<file path="config.mk">
export PLATFORM = sky130hd
export DESIGN_NAME = pulse_shaping_filter
export DESIGN_NICKNAME = d
export VERILOG_FILES = /design/src/common/pulse_filter_pkg.sv /design/src/sample_delay_line.sv /design/src/folded_tap.sv /design/src/tap_adder_tree.sv /design/src/pulse_shaping_filter.sv
export SDC_FILE = /design/constraint.sdc
export NUM_CORES = 2
export LEC_CHECK = 0
export BUFFER_PORTS_ARGS = -buffer_cell sky130_fd_sc_hd__buf_2
export CAP_MARGIN = 10
export CELL_PAD_IN_SITES_DETAIL_PLACEMENT = 1
export CELL_PAD_IN_SITES_GLOBAL_PLACEMENT = 2
export CORE_ASPECT_RATIO = 1.2
export CORE_MARGIN = 10
export CORE_UTILIZATION = 46
export DETAILED_ROUTE_END_ITERATION = 6
export PLACE_DENSITY = 0.83
export SLEW_MARGIN = 25
export SYNTH_ARGS = -nofsm -noshare
export SYNTH_HDL_FRONTEND = slang
export SYNTH_HIERARCHICAL = 1
export SYNTH_SLANG_ARGS = --single-unit
export TNS_END_PERCENT = 5
</file>
<file path="constraint.sdc">
create_clock -name clk -period 23.6 [get_ports clk]
set_clock_uncertainty 0.05 [all_clocks]
set_input_delay 2.36 -clock clk [delete_from_list [all_inputs] [get_ports clk]]
set_output_delay 2.36 -clock clk [all_outputs]
set_load 0.01 [all_outputs]
</file>
<file path="src/common/pulse_filter_pkg.sv">
package pulse_filter_pkg;

	// Sample format 1s17, pair sums 2s17
	localparam int SAMPLE_W = 18;
	localparam int PAIR_W = SAMPLE_W + 1;

	// One level step of the PAM alphabet is 2**FRAC_W
	localparam int FRAC_W = 15;

	// Tap count must be odd so there is a single center tap
	localparam int NUM_TAPS_DEFAULT = 21;

	// Index 0 is the outermost pair, the last entry is the center tap
	localparam int coeff_table [0:(NUM_TAPS_DEFAULT-1)/2] = '{
		-1601,
		1483,
		291,
		-1484,
		-2824,
		-2631,
		-301,
		3876,
		8715,
		12571,
		14041
	};

	// One input sample, seen as a number or as level plus fraction
	typedef union packed
	{
		logic signed [SAMPLE_W-1:0] raw;
		struct packed
		{
			logic signed [SAMPLE_W-FRAC_W-1:0] level;
			logic [FRAC_W-1:0] frac;
		} lvl;
	} sample_word_u;

	// Sum of a folded pair, one bit wider than a sample
	typedef union packed
	{
		logic signed [PAIR_W-1:0] raw;
		struct packed
		{
			logic signed [PAIR_W-FRAC_W-1:0] level;
			logic [FRAC_W-1:0] frac;
		} lvl;
	} pair_sum_u;

	// Only whole levels reachable from two PAM4 symbols count.
	// The center tap sees a single symbol, so even levels are out there.
	function automatic logic level_is_legal(input pair_sum_u word, input logic is_center);
		logic legal;
		if (word.lvl.frac != '0)
		begin
			legal = 1'b0;
		end
		else if (is_center)
		begin
			case (word.lvl.level)
				0, 1, -1, 3, -3: legal = 1'b1;
				default: legal = 1'b0;
			endcase
		end
		else
		begin
			case (word.lvl.level)
				0, 1, -1, 2, -2: legal = 1'b1;
				3, -3, 4, -4: legal = 1'b1;
				6, -6: legal = 1'b1;
				default: legal = 1'b0;
			endcase
		end
		return legal;
	endfunction

endpackage

</file>
<file path="src/sample_delay_line.sv">
`timescale 1ns/1ps

module sample_delay_line
	import pulse_filter_pkg::*;
#(
	parameter int NUM_TAPS = NUM_TAPS_DEFAULT,
	localparam int HALF_TAPS = (NUM_TAPS - 1) / 2
)
(
	input logic clk,
	input logic reset,
	input logic sam_clk_en,
	input sample_word_u x_in,
	output sample_word_u pair_near [0:HALF_TAPS-1],
	output sample_word_u pair_far [0:HALF_TAPS-1],
	output sample_word_u center_sample
);

	// stage[0] holds the newest sample
	sample_word_u stage [0:NUM_TAPS-1];

	always_ff @(posedge clk or posedge reset)
	begin
		if (reset)
		begin
			for (int i = 0; i < NUM_TAPS; i++)
			begin
				stage[i] <= '0;
			end
		end
		else if (sam_clk_en)
		begin
			stage[0] <= x_in;
			for (int i = 1; i < NUM_TAPS; i++)
			begin
				stage[i] <= stage[i-1];
			end
		end
	end

	// Fold the line around its middle stage
	for (genvar i = 0; i < HALF_TAPS; i++)
	begin : fold_gen
		assign pair_near[i] = stage[i];
		assign pair_far[i] = stage[NUM_TAPS-1-i];
	end

	assign center_sample = stage[HALF_TAPS];

endmodule

</file>
<file path="src/folded_tap.sv">
`timescale 1ns/1ps

module folded_tap
	import pulse_filter_pkg::*;
#(
	parameter int COEFF = 0,
	parameter bit IS_CENTER = 1'b0
)
(
	input sample_word_u near,
	input sample_word_u far,
	output logic signed [SAMPLE_W-1:0] product
);

	localparam int LEVEL_W = PAIR_W - FRAC_W;

	// Room for the coefficient times six before wrapping to SAMPLE_W
	localparam int PROD_W = SAMPLE_W + 3;

	localparam logic signed [PROD_W-1:0] COEFF_X1 = PROD_W'(COEFF);
	localparam logic signed [PROD_W-1:0] COEFF_X2 = COEFF_X1 <<< 1;
	localparam logic signed [PROD_W-1:0] COEFF_X4 = COEFF_X1 <<< 2;

	logic signed [PAIR_W-1:0] near_ext;
	logic signed [PAIR_W-1:0] far_ext;
	pair_sum_u pair_sum;
	logic pair_legal;
	logic level_neg;
	logic [LEVEL_W-1:0] level_mag;
	logic signed [PROD_W-1:0] mag_product;
	logic signed [PROD_W-1:0] signed_product;

	// Pre-add, the center tap has no partner
	assign near_ext = {near.raw[SAMPLE_W-1], near.raw};
	assign far_ext = IS_CENTER ? '0 : {far.raw[SAMPLE_W-1], far.raw};
	assign pair_sum.raw = near_ext + far_ext;

	assign pair_legal = level_is_legal(pair_sum, IS_CENTER);

	// Split the level into sign and magnitude
	always_comb
	begin
		level_neg = pair_sum.lvl.level[LEVEL_W-1];
		if (level_neg)
		begin
			level_mag = LEVEL_W'(-pair_sum.lvl.level);
		end
		else
		begin
			level_mag = pair_sum.lvl.level;
		end
	end

	// Shift-and-add in place of a multiplier
	always_comb
	begin
		case (level_mag)
			1: mag_product = COEFF_X1;
			2: mag_product = COEFF_X2;
			3: mag_product = COEFF_X2 + COEFF_X1;
			4: mag_product = COEFF_X4;
			6: mag_product = COEFF_X4 + COEFF_X2;
			default: mag_product = '0;
		endcase
	end

	assign signed_product = level_neg ? -mag_product : mag_product;

	// Illegal pair sums drop out of the filter sum
	always_comb
	begin
		if (pair_legal)
		begin
			product = signed_product[SAMPLE_W-1:0];
		end
		else
		begin
			product = '0;
		end
	end

endmodule

</file>
<file path="src/tap_adder_tree.sv">
`timescale 1ns/1ps

module tap_adder_tree
	import pulse_filter_pkg::*;
#(
	parameter int NUM_TAPS = NUM_TAPS_DEFAULT,
	localparam int HALF_TAPS = (NUM_TAPS - 1) / 2
)
(
	input logic clk,
	input logic reset,
	input logic sam_clk_en,
	input logic signed [SAMPLE_W-1:0] product [0:HALF_TAPS],
	output logic signed [SAMPLE_W-1:0] y
);

	localparam int NUM_PROD = HALF_TAPS + 1;

	// Each level halves the node count, rounding up
	localparam int NUM_LEVELS = $clog2(NUM_PROD);

	// Number of live nodes at a given tree level
	function automatic int level_count(input int level);
		int count;
		count = NUM_PROD;
		for (int l = 0; l < level; l++)
		begin
			count = (count + 1) / 2;
		end
		return count;
	endfunction

	// Level 0 is the product array, the last level holds the total
	logic signed [SAMPLE_W-1:0] node [0:NUM_LEVELS][0:NUM_PROD-1];

	for (genvar j = 0; j < NUM_PROD; j++)
	begin : leaf_gen
		assign node[0][j] = product[j];
	end

	for (genvar l = 1; l <= NUM_LEVELS; l++)
	begin : level_gen
		localparam int PREV_COUNT = level_count(l - 1);

		for (genvar j = 0; j < NUM_PROD; j++)
		begin : node_gen
			if (2*j + 1 < PREV_COUNT)
			begin : add_gen
				// Sums wrap at SAMPLE_W like the output
				assign node[l][j] = node[l-1][2*j] + node[l-1][2*j+1];
			end
			else if (2*j < PREV_COUNT)
			begin : carry_gen
				// Odd node out moves up unchanged
				assign node[l][j] = node[l-1][2*j];
			end
			else
			begin : idle_gen
				assign node[l][j] = '0;
			end
		end
	end

	// Output only updates on a sample strobe
	always_ff @(posedge clk or posedge reset)
	begin
		if (reset)
		begin
			y <= '0;
		end
		else if (sam_clk_en)
		begin
			y <= node[NUM_LEVELS][0];
		end
	end

endmodule

</file>
<file path="src/pulse_shaping_filter.sv">
`timescale 1ns/1ps

module pulse_shaping_filter
	import pulse_filter_pkg::*;
#(
	parameter int NUM_TAPS = NUM_TAPS_DEFAULT,
	localparam int HALF_TAPS = (NUM_TAPS - 1) / 2
)
(
	input logic clk,
	input logic reset,
	input logic sam_clk_en,
	input logic signed [SAMPLE_W-1:0] x_in,
	output logic signed [SAMPLE_W-1:0] y
);

	sample_word_u pair_near [0:HALF_TAPS-1];
	sample_word_u pair_far [0:HALF_TAPS-1];
	sample_word_u center_sample;
	logic signed [SAMPLE_W-1:0] product [0:HALF_TAPS];

	sample_delay_line #(
		.NUM_TAPS(NUM_TAPS)
	) sample_delay_line_inst (
		.clk(clk),
		.reset(reset),
		.sam_clk_en(sam_clk_en),
		.x_in(x_in),
		.pair_near(pair_near),
		.pair_far(pair_far),
		.center_sample(center_sample)
	);

	// One tap per coefficient, the last one is the center
	for (genvar i = 0; i <= HALF_TAPS; i++)
	begin : tap_gen
		if (i < HALF_TAPS)
		begin : pair_gen
			folded_tap #(
				.COEFF(coeff_table[i]),
				.IS_CENTER(1'b0)
			) folded_tap_inst (
				.near(pair_near[i]),
				.far(pair_far[i]),
				.product(product[i])
			);
		end
		else
		begin : center_gen
			folded_tap #(
				.COEFF(coeff_table[i]),
				.IS_CENTER(1'b1)
			) folded_tap_inst (
				.near(center_sample),
				.far('0),
				.product(product[i])
			);
		end
	end

	tap_adder_tree #(
		.NUM_TAPS(NUM_TAPS)
	) tap_adder_tree_inst (
		.clk(clk),
		.reset(reset),
		.sam_clk_en(sam_clk_en),
		.product(product),
		.y(y)
	);

endmodule

</file>
[Word level (Yosys, flattened, before mapping)]
Index checks and enable logic that the tools add are counted.
Storage, ports and cells
  flip-flop bits (word level): 396
  bits in latches: 0
  memory bits (writable): 0
  bits in read-only memories: 0
  output and inout bits: 18
  memories: 0
Cells by class
  add/sub/neg operators: 42
  multiply operators: 0
  div/mod/pow operators: 0
  order comparisons: 0
  eq/ne operators: 159
  shift operators: 0
  mux-type cells: 66
  bitwise operators: 0
  reduce and logical (&&, ||, !) cells: 33
Operators with widths (count)
  $eq A32 B32 Y1 const B: 52
  $eq A32 B2 Y1 const B: 21
  $eq A32 B3 Y1 const B: 20
  $pmux W18 S5: 5
  $mux W18: 22
  $eq A32 B1 Y1 const B: 11
  $logic_not A32 Y1: 11
  $add A18 B18 Y19: 10
  $add A18 B18 Y18: 10
  $pmux W17 S5: 2
  $reduce_bool A15 Y1: 11
  $reduce_or A11 Y1: 10
  $neg A18 Y18: 5
  $eq A4 B2 Y1 const B: 22
  $eq A4 B3 Y1 const B: 22
  $pmux W16 S5: 1
  $pmux W15 S5: 1
  $pmux W14 S5: 1
  $pmux W11 S5: 1
  $eq A4 B1 Y1 const B: 11
  $mux W4: 11
  $neg A4 Y4: 10
  $neg A17 Y18: 2
  $mux W1: 22
  6 further kinds: 6

[Longest topological paths before layout]
  word-level depth: 12
  gate-level depth with buffers: 36
  depth with buffers taken out: 34

[Hierarchy]
The synthesis kept the hierarchy.
Modules (own cells, without submodules)
  sample_delay_line: times used 1, cells an instance 799, area an instance 14161.1 um^2, sequential area each 9459.1 um^2
  tap_adder_tree: times used 1, cells an instance 525, area an instance 5310.1 um^2, sequential area each 450.4 um^2
  folded_tap at tap_gen[5].pair_gen.folded_tap_inst: times used 1, cells an instance 215, area an instance 1565.3 um^2, sequential area each 0.0 um^2
  folded_tap at tap_gen[7].pair_gen.folded_tap_inst: times used 1, cells an instance 229, area an instance 1546.5 um^2, sequential area each 0.0 um^2
  folded_tap at tap_gen[2].pair_gen.folded_tap_inst: times used 1, cells an instance 231, area an instance 1520.2 um^2, sequential area each 0.0 um^2
  folded_tap at tap_gen[9].pair_gen.folded_tap_inst: times used 1, cells an instance 223, area an instance 1505.2 um^2, sequential area each 0.0 um^2
  folded_tap at tap_gen[8].pair_gen.folded_tap_inst: times used 1, cells an instance 212, area an instance 1477.7 um^2, sequential area each 0.0 um^2
  folded_tap at tap_gen[6].pair_gen.folded_tap_inst: times used 1, cells an instance 206, area an instance 1442.6 um^2, sequential area each 0.0 um^2
  folded_tap at tap_gen[0].pair_gen.folded_tap_inst: times used 1, cells an instance 209, area an instance 1427.6 um^2, sequential area each 0.0 um^2
  folded_tap at tap_gen[4].pair_gen.folded_tap_inst: times used 1, cells an instance 202, area an instance 1427.6 um^2, sequential area each 0.0 um^2
  folded_tap at tap_gen[3].pair_gen.folded_tap_inst: times used 1, cells an instance 189, area an instance 1406.3 um^2, sequential area each 0.0 um^2
  folded_tap at tap_gen[1].pair_gen.folded_tap_inst: times used 1, cells an instance 192, area an instance 1405.1 um^2, sequential area each 0.0 um^2
  folded_tap at tap_gen[10].center_gen.folded_tap_inst: times used 1, cells an instance 51, area an instance 394.1 um^2, sequential area each 0.0 um^2
  pulse_shaping_filter: times used 1, cells an instance 1, area an instance 3.8 um^2, sequential area each 0.0 um^2

[Worst setup path before layout]
Ideal clock, no wire load.
  path kind: reg-to-reg
  start point: register sample_delay_line_inst.stage (netlist bit sample_delay_line_inst/pair_near[132])
  end point: register tap_adder_tree_inst.y[14]
  setup time: 0.125 ns
  arrival: 7.846 ns
  required time: 23.425 ns
  slack: 15.579 ns
  cell stages (with the launch flop): 32
  path buffers: 3
  cell sequence: dfrtp_1 -> ha_1 -> buf_4 -> o21a_1 -> o211ai_1 -> a221o_1 -> buf_6 -> o2111a_1 -> or3_1 -> buf_2 -> nor2b_1 -> nand3b_1 -> and2_1 -> ha_1 -> or4b_1 -> a31oi_1 -> fa_1 -> fa_1 -> fa_1 -> fa_1 -> inv_1 -> fa_1 -> inv_1 -> ha_1 -> fa_1 -> a21o_1 -> a21oi_2 -> o21ai_1 -> a31o_1 -> a31oi_2 -> xnor2_1 -> mux2_4
RTL lines
  from (decl): line sample_delay_line.sv:20  | sample_word_u stage [0:NUM_TAPS-1];
  from (signal, indexed assignment): line sample_delay_line.sv:36  | stage[i] <= stage[i-1];
  to (signal assigned): line tap_adder_tree.sv:73  | y <= node[NUM_LEVELS][0];
  to (decl): line tap_adder_tree.sv:14  | output logic signed [SAMPLE_W-1:0] y

==> key figures <==
CTS
  – Number of buffers added by the clock tree synthesis step: 46
  – TritonCTS Sinks: 396
  – Number of gates resized after cts: 0
  – Clock-pin slew on the worst setup and hold paths: 0.05 ns
  – Post-CTS setup buffer count: 0
  – Count of hold buffers inserted by post-cts repair: 0
  – Clk_lat worst skew: 0.60 ns
  – Max clock buf depth: 3
  – H-tree depth: 2
  – Root buffer selected by CTS: sky130_fd_sc_hd__clkbuf_16
  – Clock tree from TritonCTS: done

Logic synthesis
  – Yosys warns: 6
  – Synth Instances: 3483
  – Synthesized area: 0.0346 mm2
  – Average instance area after synthesis: 9.93 um2

Global route
  – Via count of the first global-routing pass: 28700
  – Largest net degree at the start of global routing: 177
  – Residual overflow from global routing: 0
  – Antenna violations before repair: 1
  – Global-route wire length before repair: 164000 um
  – Total global routing track utilization: 23.2%

Layout
  – Number of fill cells in the layout: 8355
  – Fraction of layout instances using a drive strength above 1: 19.7%
  – # diodes: 0
  – Finished layout cell area: 0.0367 mm2
  – Relative area change from synthesis to final layout: 6.10%
  – Sequential cell area: 0.00991 mm2
  – Multi-input gate area: 0.0225 mm2
  – Total Nets Final: 3819

STA
  – Transition time at the pin with the least slew margin: 0.997 ns
  – Final hold viol count: 0
  – Final count of pins violating max slew: 0
  – Worst-case setup margin in the final layout: 14.38 ns
  – Setup repair after global routing missed its margin: no
  – Hold WS: 0.428 ns
  – Slew HR: 33.6%
  – Setup violators final: 0
  – Final min period: 9.22 ns
  – Max frequency: 108 MHz
  – Share of the clock period used by the worst path after layout: 39.1%
  – Setup TNS: 0 ns

Job
  – MaxCap Viol Count: 0

Route
  – Starting DRC count in detailed routing: 1275
  – Via count: 26700
  – Number of iterations in the first detailed-routing pass: 5
  – Detail Route Antenna Nets: 0
  – Residual DRC: 0
  – Overall routed net length: 102000 um
  – Average wire length per cell after detail routing: 22.8 um
  – Routed vias/inst: 5.97

Worst setup path
  – Data arrival time of the worst path: 9.61 ns
  – Slowest cell on the critical path: sky130_fd_sc_hd__fa_1
  – Biggest cell delay along the critical path: 0.65 ns
  – Worst setup SP type: flop
  – Dominant delay contributor by cell family on the critical path: adder cells
  – Crit path max fanout: 8
  – Worst path required time: 23.99 ns
  – Class of the most critical setup path: reg2reg
  – CP endpoint kind: flop
  – Crit-path most repeated cell: sky130_fd_sc_hd__fa_1
  – CP bufs+invs: 4

Place
  – HPWL Detailed: 81500 um
  – Gpl congestion: 0.916
  – Setup WS pre-CTS: 14.52 ns
  – IO buf count: 38
  – Dpl cell area: 0.0351 mm2

Floorplan
  – Height of the die: 320 um
  – Core area: 0.0747 mm2
  – Chip width: 270 um
  – Initial core utilization: 46.3%
  – Cell row count: 110
  – Die area: 0.0866 mm2
  – Count of boundary I/O pins: 39

Run status
  – Status: finished clean

Min path
  – Min-Delay Path Class: reg2reg
## per-layer routing
metal / vias to the layer above / global-route usage (%) / share of wire [%]
met1: 13600 / 29.5 / 44
met4: 2 / 5.64 / 2.3
met3: 129 / 2.07 / 2.5
met5: - / 0 / 0.013
li1: 12600 / - / -
met2: 426 / 41.9 / 51
## sequential cells by signal, indices dropped and copies added, names as in the netlist
name,flops
sample_delay_line_inst/pair_far,180
sample_delay_line_inst/pair_near,180
sample_delay_line_inst/center_sample,18
tap_adder_tree_inst/y,18
## layout by cell type, fill, tap and decap left out, types with 47 or more instances in the layout
cell / n
sky130_fd_sc_hd__a211oi_1: 60
sky130_fd_sc_hd__a21o_1: 61
sky130_fd_sc_hd__a21oi_1: 224
sky130_fd_sc_hd__a31oi_1: 47
sky130_fd_sc_hd__clkbuf_16: 47
sky130_fd_sc_hd__dfrtp_1: 396
sky130_fd_sc_hd__fa_1: 157
sky130_fd_sc_hd__ha_1: 213
sky130_fd_sc_hd__inv_1: 290
sky130_fd_sc_hd__mux2_2: 393
sky130_fd_sc_hd__nand2_1: 179
sky130_fd_sc_hd__nand3_1: 83
sky130_fd_sc_hd__nor2_1: 180
sky130_fd_sc_hd__nor3_1: 98
sky130_fd_sc_hd__o21ai_0: 141
sky130_fd_sc_hd__xnor2_1: 71
## through the flow
step                std cells  util (%)
floorplan                3487         -
detailed placement       4388      47.0
global route             4472      49.1
global placement         4388      47.0
finish                   4472      49.1
CTS                      4472      49.1
## worst reg2reg max path: cells and delay by family, from the launching register on
family          cells  cell delay [ns]
compound gates     13             3.35
fa+ha+maj          10             4.29
simple gates        2             0.54
buf+inv             4             0.28
mux                 1             0.16
flops               1             0.40
## cell type report
cell class                      count  area share [%]
Clock inverter                     18           0.569
Sequential cell                   396            27.0
Inverter                          295            3.04
Clock buffer                       66            3.67
Timing Repair Buffer               55           0.948
Multi-Input combinational cell   2634            61.3
Tap cell                         1008            3.44
## final timing paths
| path | from | to | slack [ns] | depth (start not counted) |
|---|---|---|---|---|
| worst max register to register | sample_delay_line_inst/pair_near[72] | tap_adder_tree_inst/y[16] | 14.38 | 30 |
| worst max-delay path | sample_delay_line_inst/pair_near[72] | tap_adder_tree_inst/y[16] | 14.38 | 30 |
| worst min-delay path | tap_adder_tree_inst/y[11] | tap_adder_tree_inst/y[11] | 0.43 | 1 |
| worst min register to register | tap_adder_tree_inst/y[11] | tap_adder_tree_inst/y[11] | 0.43 | 1 |
| max in group asynchronous | reset | sample_delay_line_inst/pair_far[1] | 19.55 | 4 |
| min in group asynchronous | reset | tap_adder_tree_inst/y[2] | 1.95 | 2 |
Power is left out: the tool's default activity adds up to more than one toggle a clock period on the data nets, which glitch-free logic cannot reach.
